File: src/lb_defines.svh
// Local bus widths and address map
`ifndef LB_DEFINES_SVH
`define LB_DEFINES_SVH

// Bus widths
`define LB_AW 24
`define LB_DW 32

// Default sizes of the mirror memory and the PWM counter
`define MIRROR_AW 5
`define LED_CW 10

// Address spaces, taken from addr[23:16]
`define SPACE_REGS 8'h00
`define SPACE_LOCAL 8'h05

// Direct write offsets within the local space
`define REG_LED_USER 5'd1
`define REG_LED1_DF 5'd2
`define REG_LED2_DF 5'd3
`define REG_MISC 5'd8

// Words returned where nothing is mapped
`define FILL_UNMAPPED 32'hdeadbeef
`define FILL_BANK "zzzz"

`endif

File: src/lb_pkg.sv
// Local bus types
`include "lb_defines.svh"

package lb_pkg;

	// Bus address and data word
	typedef logic [`LB_AW-1:0] lb_addr_t;
	typedef logic [`LB_DW-1:0] lb_data_t;

	// Address space, the top byte of the address
	typedef logic [7:0] lb_space_t;

	// LED duty factor, scaled by four against the PWM counter
	typedef logic [7:0] duty_t;

	// Board configuration byte
	typedef logic [7:0] misc_cfg_t;

endpackage

File: src/lb_if.sv
// Local bus interface
`timescale 1ns/1ns

interface lb_if import lb_pkg::*; ();

	// Address, strobe and read flag come from the host each cycle
	lb_addr_t addr;
	logic strobe;
	logic rd;
	lb_data_t wdata;

	// All slave blocks only watch the bus
	modport slave (
		input addr,
		input strobe,
		input rd,
		input wdata
	);

endinterface

File: src/lb_mirror_ram.sv
// Local write mirror memory
`timescale 1ns/1ns
`include "lb_defines.svh"

module lb_mirror_ram import lb_pkg::*; #(
	parameter int aw = `MIRROR_AW
)(
	input logic clk,
	lb_if.slave bus,
	output lb_data_t mirror_word
);

	lb_data_t mem [0:(1 << aw) - 1];
	logic local_write;

	// Every write to the local space lands here as well
	assign local_write = bus.strobe & ~bus.rd & (bus.addr[23:16] == `SPACE_LOCAL);

	// Port A writes, port B reads the same offset into a register every cycle
	always_ff @(posedge clk) begin
		if (local_write) begin
			mem[bus.addr[aw-1:0]] <= bus.wdata;
		end
		mirror_word <= mem[bus.addr[aw-1:0]];
	end

	// Host must present a clean address whenever it strobes
	a_addr_known: assert property (@(posedge clk)
		bus.strobe |-> !$isunknown(bus.addr))
		else $error("lb_mirror_ram: unknown address during strobe");

endmodule

File: src/led_pwm.sv
// LED PWM generator
`timescale 1ns/1ns
`include "lb_defines.svh"

module led_pwm import lb_pkg::*; #(
	parameter int cw = `LED_CW
)(
	input logic clk,
	input logic rst,
	input duty_t led1_df,
	input duty_t led2_df,
	output logic led1,
	output logic led2,
	output logic tick
);

	logic [cw-1:0] cnt;
	logic [cw-1:0] led1_thr;
	logic [cw-1:0] led2_thr;

	// Duty factor times four, sized to the counter
	assign led1_thr = cw'({led1_df, 2'b00});
	assign led2_thr = cw'({led2_df, 2'b00});

	// Free-running counter, carry out is the wrap tick
	always_ff @(posedge clk) begin
		if (rst) begin
			cnt <= '0;
			tick <= 1'b0;
		end else begin
			{tick, cnt} <= {1'b0, cnt} + 1'b1;
		end
	end

	// Comparators, one cycle behind the duty registers
	always_ff @(posedge clk) begin
		if (rst) begin
			led1 <= 1'b0;
			led2 <= 1'b0;
		end else begin
			led1 <= cnt < led1_thr;
			led2 <= cnt < led2_thr;
		end
	end

	// A zero duty must leave the LED dark on the following cycle
	a_led1_off: assert property (@(posedge clk) disable iff (rst)
		(led1_df == '0) |=> !led1)
		else $error("led_pwm: led1 lit with zero duty");

	a_led2_off: assert property (@(posedge clk) disable iff (rst)
		(led2_df == '0) |=> !led2)
		else $error("led_pwm: led2 lit with zero duty");

endmodule

File: src/lb_reg_bank.sv
// Local bus register bank
`timescale 1ns/1ns
`include "lb_defines.svh"

module lb_reg_bank import lb_pkg::*; (
	input logic clk,
	input logic rst,
	lb_if.slave bus,
	input logic xdomain_fault,
	input logic tick,
	output lb_data_t bank_word,
	output logic led_user_mode,
	output duty_t led1_df,
	output duty_t led2_df,
	output misc_cfg_t misc_config
);

	// Identification string, four characters per word
	localparam lb_data_t HELLO_0 = "Hell";
	localparam lb_data_t HELLO_1 = "o wo";
	localparam lb_data_t HELLO_2 = "rld!";
	localparam lb_data_t HELLO_3 = "(::)";

	logic do_rd;
	logic local_write;
	logic [15:0] fault_count;
	logic [31:0] uptime;

	assign do_rd = bus.strobe & bus.rd;
	assign local_write = bus.strobe & ~bus.rd & (bus.addr[23:16] == `SPACE_LOCAL);

	// Direct writes, decoded by the low offset bits
	always_ff @(posedge clk) begin
		if (rst) begin
			led_user_mode <= 1'b0;
			led1_df <= '0;
			led2_df <= '0;
			misc_config <= '0;
		end else if (local_write) begin
			case (bus.addr[4:0])
				`REG_LED_USER: led_user_mode <= bus.wdata[0];
				`REG_LED1_DF: led1_df <= bus.wdata[7:0];
				`REG_LED2_DF: led2_df <= bus.wdata[7:0];
				`REG_MISC: misc_config <= bus.wdata[7:0];
				default: ;
			endcase
		end
	end

	// Fault pulses arrive already in the bus clock domain
	// Uptime advances once per PWM wrap
	always_ff @(posedge clk) begin
		if (rst) begin
			fault_count <= '0;
			uptime <= '0;
		end else begin
			if (xdomain_fault) begin
				fault_count <= fault_count + 1'b1;
			end
			if (tick) begin
				uptime <= uptime + 1'b1;
			end
		end
	end

	// First read stage
	always_ff @(posedge clk) begin
		if (do_rd) begin
			case (bus.addr[3:0])
				4'h0: bank_word <= HELLO_0;
				4'h1: bank_word <= HELLO_1;
				4'h2: bank_word <= HELLO_2;
				4'h3: bank_word <= HELLO_3;
				4'h4: bank_word <= {16'h0000, fault_count};
				4'h5: bank_word <= uptime;
				4'h6: bank_word <= {24'h000000, misc_config};
				default: bank_word <= `FILL_BANK;
			endcase
		end
	end

	// Strobe and read flag must be driven once reset has been released
	a_ctrl_known: assert property (@(posedge clk) disable iff (rst)
		!$isunknown({bus.strobe, bus.rd}))
		else $error("lb_reg_bank: unknown strobe or rd");

endmodule

File: src/lb_read_pipe.sv
// Local bus read pipeline, second stage
`timescale 1ns/1ns
`include "lb_defines.svh"

module lb_read_pipe import lb_pkg::*; (
	input logic clk,
	input logic rst,
	lb_if.slave bus,
	input lb_data_t bank_word,
	input lb_data_t mirror_word,
	output lb_data_t data_in
);

	logic do_rd;
	logic do_rd_r;
	lb_space_t space_r;

	assign do_rd = bus.strobe & bus.rd;

	// Hold the read flag and its space for one cycle
	always_ff @(posedge clk) begin
		if (rst) begin
			do_rd_r <= 1'b0;
		end else begin
			do_rd_r <= do_rd;
		end
	end

	always_ff @(posedge clk) begin
		space_r <= bus.addr[23:16];
	end

	// Space select, data_in holds until the next read completes
	always_ff @(posedge clk) begin
		if (rst) begin
			data_in <= '0;
		end else if (do_rd_r) begin
			case (space_r)
				`SPACE_REGS: data_in <= bank_word;
				`SPACE_LOCAL: data_in <= mirror_word;
				default: data_in <= `FILL_UNMAPPED;
			endcase
		end
	end

	// Both stages together must produce a defined word
	a_data_known: assert property (@(posedge clk) disable iff (rst)
		do_rd |=> ##1 !$isunknown(data_in))
		else $error("lb_read_pipe: unknown read data");

endmodule

File: src/marble_lb_top.sv
// Marble local bus slave
`timescale 1ns/1ns

module marble_lb_top import lb_pkg::*; (
	input logic clk,
	input logic rst,
	input lb_addr_t addr,
	input logic strobe,
	input logic rd,
	input lb_data_t wdata,
	output lb_data_t data_in,
	input logic xdomain_fault,
	output logic led_user_mode,
	output logic led1,
	output logic led2,
	output misc_cfg_t misc_config
);

	lb_data_t bank_word;
	lb_data_t mirror_word;
	duty_t led1_df;
	duty_t led2_df;
	logic tick;

	lb_if bus ();

	// Host side of the bus
	assign bus.addr = addr;
	assign bus.strobe = strobe;
	assign bus.rd = rd;
	assign bus.wdata = wdata;

	lb_reg_bank regs (
		.clk(clk),
		.rst(rst),
		.bus(bus.slave),
		.xdomain_fault(xdomain_fault),
		.tick(tick),
		.bank_word(bank_word),
		.led_user_mode(led_user_mode),
		.led1_df(led1_df),
		.led2_df(led2_df),
		.misc_config(misc_config)
	);

	lb_mirror_ram mirror (
		.clk(clk),
		.bus(bus.slave),
		.mirror_word(mirror_word)
	);

	led_pwm pwm (
		.clk(clk),
		.rst(rst),
		.led1_df(led1_df),
		.led2_df(led2_df),
		.led1(led1),
		.led2(led2),
		.tick(tick)
	);

	lb_read_pipe rpipe (
		.clk(clk),
		.rst(rst),
		.bus(bus.slave),
		.bank_word(bank_word),
		.mirror_word(mirror_word),
		.data_in(data_in)
	);

endmodule

File: config.mk
export PLATFORM = sky130hd
export DESIGN_NAME = marble_lb_top
export DESIGN_NICKNAME = d
export VERILOG_FILES = /design/src/lb_pkg.sv /design/src/lb_if.sv /design/src/lb_mirror_ram.sv /design/src/led_pwm.sv /design/src/lb_reg_bank.sv /design/src/lb_read_pipe.sv /design/src/marble_lb_top.sv
export VERILOG_INCLUDE_DIRS = /design/src /design/src/src
export SDC_FILE = /design/constraint.sdc
export NUM_CORES = 1
export LEC_CHECK = 0
export BUFFER_PORTS_ARGS = -buffer_cell sky130_fd_sc_hd__buf_4
export CAP_MARGIN = 10
export CORE_MARGIN = 2
export CORE_UTILIZATION = 56
export DETAILED_ROUTE_END_ITERATION = 8
export MAX_ROUTING_LAYER = met4
export PLACE_DENSITY = 0.84
export SLEW_MARGIN = 20
export SYNTH_ARGS = -nofsm -noshare
export SYNTH_HDL_FRONTEND = slang
export SYNTH_SLANG_ARGS = --single-unit
File: constraint.sdc
create_clock -name clk -period 5.7 [get_ports clk]
set_clock_uncertainty 0.15 [all_clocks]
set_input_delay 1.425 -clock clk [delete_from_list [all_inputs] [get_ports clk]]
set_output_delay 1.425 -clock clk [all_outputs]
set_load 0.005 [all_outputs]
# After elaboration in Yosys (flattened, before gate mapping)

Memories as Yosys holds them, arrays and structs flattened. A register that Yosys moved wholly into a read port is not among the register bits.
Cells that the tools add are included.

Bits in registers: 159
Bits in writable memories: 1024
Bits of input ports: 61
Logic and storage cells: 46
Memories kept: 1

Memories:

| name       | depth | width | read ports | clocked after memory_dff | write ports | line                | source |
|---|---|---|---|---|---|---|---|
| mirror.mem | 32    | 32    | 1          | 1                        | 1           | lb_mirror_ram.sv:13 | `lb_data_t mem [0:(1 << aw) - 1];` |

$add $sub $neg: 3
Order comparisons: 2
Equality and inequality tests: 12
Mux-type cells: 4
Bitwise operators: 4
Reductions and logical operators: 6

Operators by type and width:

| kind                  | count |
|---|---|
| $pmux 32 s7           | 1 |
| $pmux 32 s2           | 1 |
| $add 32x1->32 const B | 1 |
| $lt 10x10->1          | 2 |
| $add 16x1->16 const B | 1 |
| $eq 8x3->1 const B    | 2 |
| $eq 4x3->1 const B    | 3 |
| $add 10x1->11 const B | 1 |
| $eq 5x2->1 const B    | 2 |
| $eq 4x2->1 const B    | 2 |
| $logic_not 8->1       | 1 |
| $reduce_and 2->1      | 4 |
| $eq 5x1->1 const B    | 1 |
| $eq 5x4->1 const B    | 1 |
| $eq 4x1->1 const B    | 1 |
| $logic_not 4->1       | 1 |
| $and 1x1->1           | 3 |
| $mux 1                | 2 |
| $not 1->1             | 1 |

# Depth between registers and ports, before layout

Gate-level depths: netlist of run 1.

Depth in word-level cells: 5
Mapped depth: 9

# By module

A second synthesis of run 1 with hierarchy kept.

Cells, all modules: 2877
Area total of the unflattened synthesis: 46789.9 um^2

By module, submodules not included:

| module        | times used | cells each | area each (um^2) | sequential area each (um^2) |
|---|---|---|---|---|
| lb_mirror_ram | 1          | 2111       | 39626.8          | 31390.1 |
| lb_reg_bank   | 1          | 510        | 4765.8           | 2422.3 |
| lb_read_pipe  | 1          | 162        | 1565.3           | 820.8 |
| led_pwm       | 1          | 94         | 832.0            | 260.2 |

# Least setup slack after synthesis of run 1

No wires, ideal clock.

Path type: input to register
Start point: input port addr[0]
End point: memory mirror.mem[0][0] (netlist name), enable pin
Library setup time: 0.502 ns
Arrival time: 5.544 ns
Required time: 5.048 ns
Setup slack: -0.495 ns
Stages on the path: 7
Buffers on the path: 4
Path through: buf_4 buf_2 buf_2 buf_2 nor2_1 nand2_1 nor4_1

RTL lines:

| element     | line                | source |
|---|---|---|
| from (decl) | marble_lb_top.sv:7  | `input lb_addr_t addr,` |
| to (decl)   | lb_mirror_ram.sv:13 |  |

Straight into the memory's write port.

# Worst setup path in the final report of run 1

Start point: input port addr[21]
End point: memory mirror.mem[7][13] (netlist name), enable pin

Longest elaborated chain between the ends: 4

Ends and longest elaborated chain:

| element                      | line                | source |
|---|---|---|
| $eq 8x3->1 (no source line)  | n/a                 |  |
| $and 1x1->1                  | lb_mirror_ram.sv:17 | `` assign local_write = bus.strobe & ~bus.rd & (bus.addr[23:16] == `SPACE_LOCAL); `` |
| $mux 1                       | lb_mirror_ram.sv:21 | `if (local_write) begin` |
| $mux 1 (implied by the code) | lb_mirror_ram.sv:22 | `mem[bus.addr[aw-1:0]] <= bus.wdata;` |

No other way between the ends.

==> results.yml, run 1 <==
power_and_ir_drop:
  ir_drop_v: 0.000274
  power_uw: 18100
  powerDensity_nw_per_um2: 341
  leakagePower_uw: 0.0174
worst_setup_path:
  cp.arrival_ns: 4.39
  cp_max_fo: 26
  path_class: "input port to flip-flop"
  start_kind: "input port"
  required_ns: 5.88
  end_kind: "flip-flop"
synth:
  postSynthAreaPerCell_um2: 17.7
  async_flop_share: 0
  ys_seq_elements: 1215
  syn-cell-area_um2: 47000
  ys_seq_area_frac: 0.743
  synth.distinct_cells: 61
  synth_fp_nets: 2727
  ys.flop_type: "edfxtp_1"
  synth_edf_count: 1056
  synthCells: 2649
  yosys_warnings: 0
clock_network:
  hold_buffers: 0
  postCtsResizedCells: 0
  cts_sinks: 1215
  cts_buffers: 113
  clkSlewWorstSetupHoldPaths_ns: 0.06
  cts.htree.levels: 3
  cts_setup_buffers: 0
  insertion_delay_ns: 0.68
  clockBufferDepth: 3
  cts_tree: "yes"
  root_buffer: "clkbuf_16"
placed_design:
  placed_area_um2: 49200
  hpwlAfterDp_um: 65000
  gp_congestion: 0.891
  io_buffers: 92
route:
  first_pass_iters: 6
  wl_per_cell_um: 30.3
  drt-total-wl_um: 119000
  vias_per_cell: 6.71
  drtIter0Drc: 3963
  vias: 26430
  drc: 0
  final_antenna_net_count: 0
sta:
  whs_ns: 0.299
  clock.fmax_mhz: 238
  maxSlewHeadroom: 0.235
  hold_violations: 0
  rsz0062_at_grt: "no"
  tightest_slew_ns: 1.15
  setup_violations: 0
  fin_tns_setup_ns: 0
  period_needed_ns: 4.21
  maxSlewViolCount: 0
  post-route-period-util: 0.738
status:
  outcome: "complete, no violations"
grt:
  grt_max_degree: 95
  antenna_found_initial: 3
  grt_first_pass_wirelength_um: 174000
  globalRouteOverflowTotal: 0
  track_usage: 0.285
  grt_pass1_vias: 27043
floorplan:
  io_pins: 104
  num_rows: 106
  start_util: 0.563
  core_region_area_um2: 83400
  die_area_um2: 86200
  die_y_um: 294
  fp.dieW_um: 294
cells_and_area:
  final_cell_mix: "edfxtp_1 (1056), mux2i_1 (240), dfxtp_1 (159)"
  final_common_cell: "edfxtp_1"
  syn2layout_area_growth_pct: 12.5
  drive_gt1_frac: 0.192
  fin_nets: 2840
  final_area_um2: 52900
flow_run:
  drv_cap: 0
min_path:
  min_path_type: "flip-flop to flip-flop"
-- Yosys cell counts, drive strengths merged, types with 15 or more instances --
cell type | n | area, um2
a211oi | 81 | 708
a21o | 16 | 120
a21oi | 54 | 270
a22o | 21 | 184
a22oi | 86 | 646
buf | 81 | 508
clkbuf | 81 | 324
dfxtp | 159 | 3180
edfxtp | 1056 | 31700
ha | 17 | 213
inv | 25 | 93.8
mux2 | 16 | 180
mux2i | 240 | 2400
mux4 | 140 | 3150
nand2 | 50 | 188
nand2b | 17 | 106
nand3 | 45 | 225
nand4 | 19 | 119
nor2 | 157 | 592
nor2b | 20 | 125
nor3 | 15 | 86.3
o21ai | 19 | 95.1
o22ai | 73 | 457
xnor2 | 22 | 193
xor2 | 26 | 228
-- stage by stage --
stage	setup WS, ns	utilization	instances
final	1.49	0.634	3940
after global routing	1.50	0.634	3940
after CTS	1.66	0.634	3937
after detailed placement	1.02	0.590	3727
after global placement	1.17	0.590	3727
after floorplan	0.293	-	2649
-- state kept, by name (all words and copies together) (netlist names), 10 cells and up --
name / count
mirror.mirror_word: 32
regs.uptime: 32
mirror.mem: 1024
regs.fault_count: 16
pwm.cnt: 10
regs.bank_word: 32
rpipe.data_in: 32
-- critical path, stage by stage --
cell     delay (ns)
buf_4          0.11
nor4_1         0.46
nand3_1        0.36
inv_1          0.20
nand3_1        0.61
nor3_2         0.78
buf_12         0.31
-- cell type report --
cell class	count	area, um2
sequential	1215	34900
fill	5195	30500
multi-input combinational	1247	11400
clock buffer	155	3120
timing repair buffer	160	1440
tap	1080	1350
clock inverter	55	556
inverter	25	93.8
antenna	3	7.51
-- metal layers --
layer,track usage,vias to the layer above,share of wire
met5,-,-,0
met4,0.134,0,0.049
met3,0.0717,389,0.13
met2,0.443,1984,0.48
met1,0.355,13228,0.34
li1,-,10829,-
-- cells by family after synthesis --
family	synth area share
multiplexers	0.122
buffers and inverters	0.0197
adder cells (fa/ha/maj)	0.00453
XOR/XNOR	0.00895
AND/OR/NAND/NOR	0.0398
AO/OA/AOI/OAI	0.0622
flip-flops	0.743
-- worst paths after layout --
path | from | endpoint | slack (ns) | cells past startpoint
worst max-delay path | addr[21] | mirror.mem[7][13] | 1.49 | 7
worst min-delay path | pwm.cnt[0] | pwm.cnt[0] | 0.30 | 1
worst max register to register | rpipe.space_r[5] | rpipe.data_in[2] | 2.58 | 5
worst min register to register | pwm.cnt[0] | pwm.cnt[0] | 0.30 | 1
-- power breakdown --
| group | leakage, uW | internal, uW | switching, uW |
|---|---|---|---|
| combinational | 0.00480 | 275 | 508 |
| clock | 0.00180 | 4280 | 3230 |
| sequential | 0.0108 | 9710 | 58.4 |
| total | 0.0174 | 14300 | 3790 |
No activity file was read; power rests on OpenSTA's default activity.
==> run 2: changes to the inputs <==
--- a/config.mk
+++ b/config.mk
@@ -9,10 +9,10 @@
 export BUFFER_PORTS_ARGS = -buffer_cell sky130_fd_sc_hd__buf_4
 export CAP_MARGIN = 10
 export CORE_MARGIN = 2
-export CORE_UTILIZATION = 56
+export CORE_UTILIZATION = 62
 export DETAILED_ROUTE_END_ITERATION = 8
 export MAX_ROUTING_LAYER = met4
-export PLACE_DENSITY = 0.84
+export PLACE_DENSITY = 0.88
 export SLEW_MARGIN = 20
 export SYNTH_ARGS = -nofsm -noshare
 export SYNTH_HDL_FRONTEND = slang
==> constraint.sdc (replaced) <==
create_clock -name clk -period 4 [get_ports clk]
set_clock_uncertainty 0.15 [all_clocks]
set_input_delay 1 -clock clk [delete_from_list [all_inputs] [get_ports clk]]
set_output_delay 1 -clock clk [all_outputs]
set_load 0.005 [all_outputs]
==> run 2 against run 1 <==
Critical path depth did not move. Global-route usage is 3.8 points higher. Clock-buffer cell count decreased by 10. Wire length increased by 2.0%. Power rose by 44%. Die area is 9.5% lower. First-iteration DRC count grew 18%. Critical path type unchanged. Highest routed layer unchanged.
==> results.yml, run 2 (synthesized netlist as in run 1, its figures left out) <==
route:
  final_antenna_net_count: 0
  first_pass_iters: 8
  vias_per_cell: 7.00
  vias: 27103
  drt-total-wl_um: 122000
  drc: 0
  drtIter0Drc: 4680
  wl_per_cell_um: 31.4
floorplan:
  die_area_um2: 78000
  fp.dieW_um: 279
  die_y_um: 279
  io_pins: 104
  start_util: 0.629
  core_region_area_um2: 74700
  num_rows: 100
sta:
  period_needed_ns: 3.23
  clock.fmax_mhz: 309
  tightest_slew_ns: 1.11
  setup_violations: 0
  rsz0062_at_grt: "no"
  post-route-period-util: 0.808
  hold_violations: 0
  fin_tns_setup_ns: 0
  maxSlewHeadroom: 0.260
  maxSlewViolCount: 0
flow_run:
  drv_cap: 0
worst_setup_path:
  start_kind: "input port"
  startpoint: "rd"
  required_ns: 4.16
  path_class: "input port to flip-flop"
  endpoint: "mirror.mem[20][17]"
  reg2regPathDepth: 6
  cp_max_fo: 24
  cp.arrival_ns: 3.39
  r2r-end: "regs.uptime[28]"
  worstReg2RegStart: "regs.uptime[0]"
  end_kind: "flip-flop"
  r2r_slack_ns: 1.27
placed_design:
  hpwlAfterDp_um: 67200
  io_buffers: 92
  gp_congestion: 0.915
clock_network:
  postCtsResizedCells: 0
  root_buffer: "clkbuf_16"
  clkSlewWorstSetupHoldPaths_ns: 0.06
  insertion_delay_ns: 0.69
  cts_tree: "yes"
  cts_setup_buffers: 0
  cts.htree.levels: 3
  cts_buffers: 111
  hold_buffers: 0
  clockBufferDepth: 3
  cts_sinks: 1215
min_path:
  hold_path_depth: 1
  min_path_type: "input port to flip-flop"
grt:
  track_usage: 0.324
  globalRouteOverflowTotal: 0
  grt_max_degree: 120
  grt_first_pass_wirelength_um: 178000
  grt_pass1_vias: 27394
  antenna_found_initial: 3
power_and_ir_drop:
  leakagePower_uw: 0.0177
  ir_drop_v: 0.000475
  powerDensity_nw_per_um2: 489
cells_and_area:
  largest_reg_flops: 1024
  regArea_um2: 34900
  multiInputGateArea_um2: 11400
  final_common_cell: "edfxtp_1"
  final_cell_mix: "edfxtp_1 (1056), mux2i_1 (240), buf_4 (187)"
  fin_nets: 2887
  syn2layout_area_growth_pct: 13.3
  final_core_util: 0.712
  nFillCells: 4001
  drive_gt1_frac: 0.206
status:
  outcome: "complete, no violations"
run 2: cell types whose count changed in the layout (fill, tap and decap cells not counted), moves of 3 or more:
cell | before | now
clkinv_4 | 0 | 3
bufinv_16 | 10 | 13
clkbuf_16 | 114 | 117
nor3_4 | 1 | 5
buf_4 | 140 | 187
clkbuf_8 | 11 | 5
nor3_2 | 4 | 0
clkbuf_1 | 29 | 23
inv_6 | 3 | 0
clkinv_1 | 16 | 19
run 2: through the flow:
step | hold WS (ns) | power, uW | setup WS, ns | instances | cell area (um2)
after global placement | 0.277 | 15200 | 0.313 | 3665 | 49500
after global routing | 0.278 | 26500 | 0.743 | 3874 | 53200
final | 0.271 | 26000 | 0.768 | 3874 | 53200
after floorplan | 0.263 | 14800 | -0.439 | 2649 | 47100
after detailed placement | 0.303 | 15300 | 0.274 | 3665 | 49500
after CTS | 0.254 | 26000 | 0.872 | 3872 | 53200
run 2: where the power goes:
| part | internal (uW) | switching, uW | total [uW] |
|---|---|---|---|
| clock network | 6260 | 4660 | 10900 |
| logic | 418 | 764 | 1180 |
| registers | 13800 | 69.4 | 13900 |
run 2: worst min path at each step:
stage          slack [ns]          endpoint        from
6_report             0.27  rpipe.space_r[4]    addr[20]
5_1_grt              0.28  rpipe.space_r[2]    addr[18]
4_1_cts              0.25  rpipe.space_r[4]    addr[20]
3_5_place_dp         0.30        pwm.cnt[0]  pwm.cnt[0]
3_3_place_gp         0.28        pwm.cnt[0]  pwm.cnt[0]
2_1_floorplan        0.26        pwm.cnt[0]  pwm.cnt[0]
run 2: layout make-up:
class	count	area share
antenna	2	0.0000941
clock buffer	145	0.0579
clock inverter	62	0.0123
inverter	25	0.00176
multi-input combinational	1247	0.215
sequential	1215	0.656
tap	969	0.0228
timing repair buffer	209	0.0344
run 2: worst max-delay path, stage by stage:
cell and delay, ns:
buf_4 0.11, nor4bb_1 0.45, nand3_1 0.37, inv_1 0.21, nand2_1 0.46, nor2_4 0.28
buf_4 0.48
run 2: routing by layer:
layer	global-route usage	up-vias	wire length, um
met3	0.0674	487	15300
met5	-	-	0
met2	0.513	2236	59000
met4	0.155	0	6530
met1	0.402	13467	40800
li1	-	10913	-
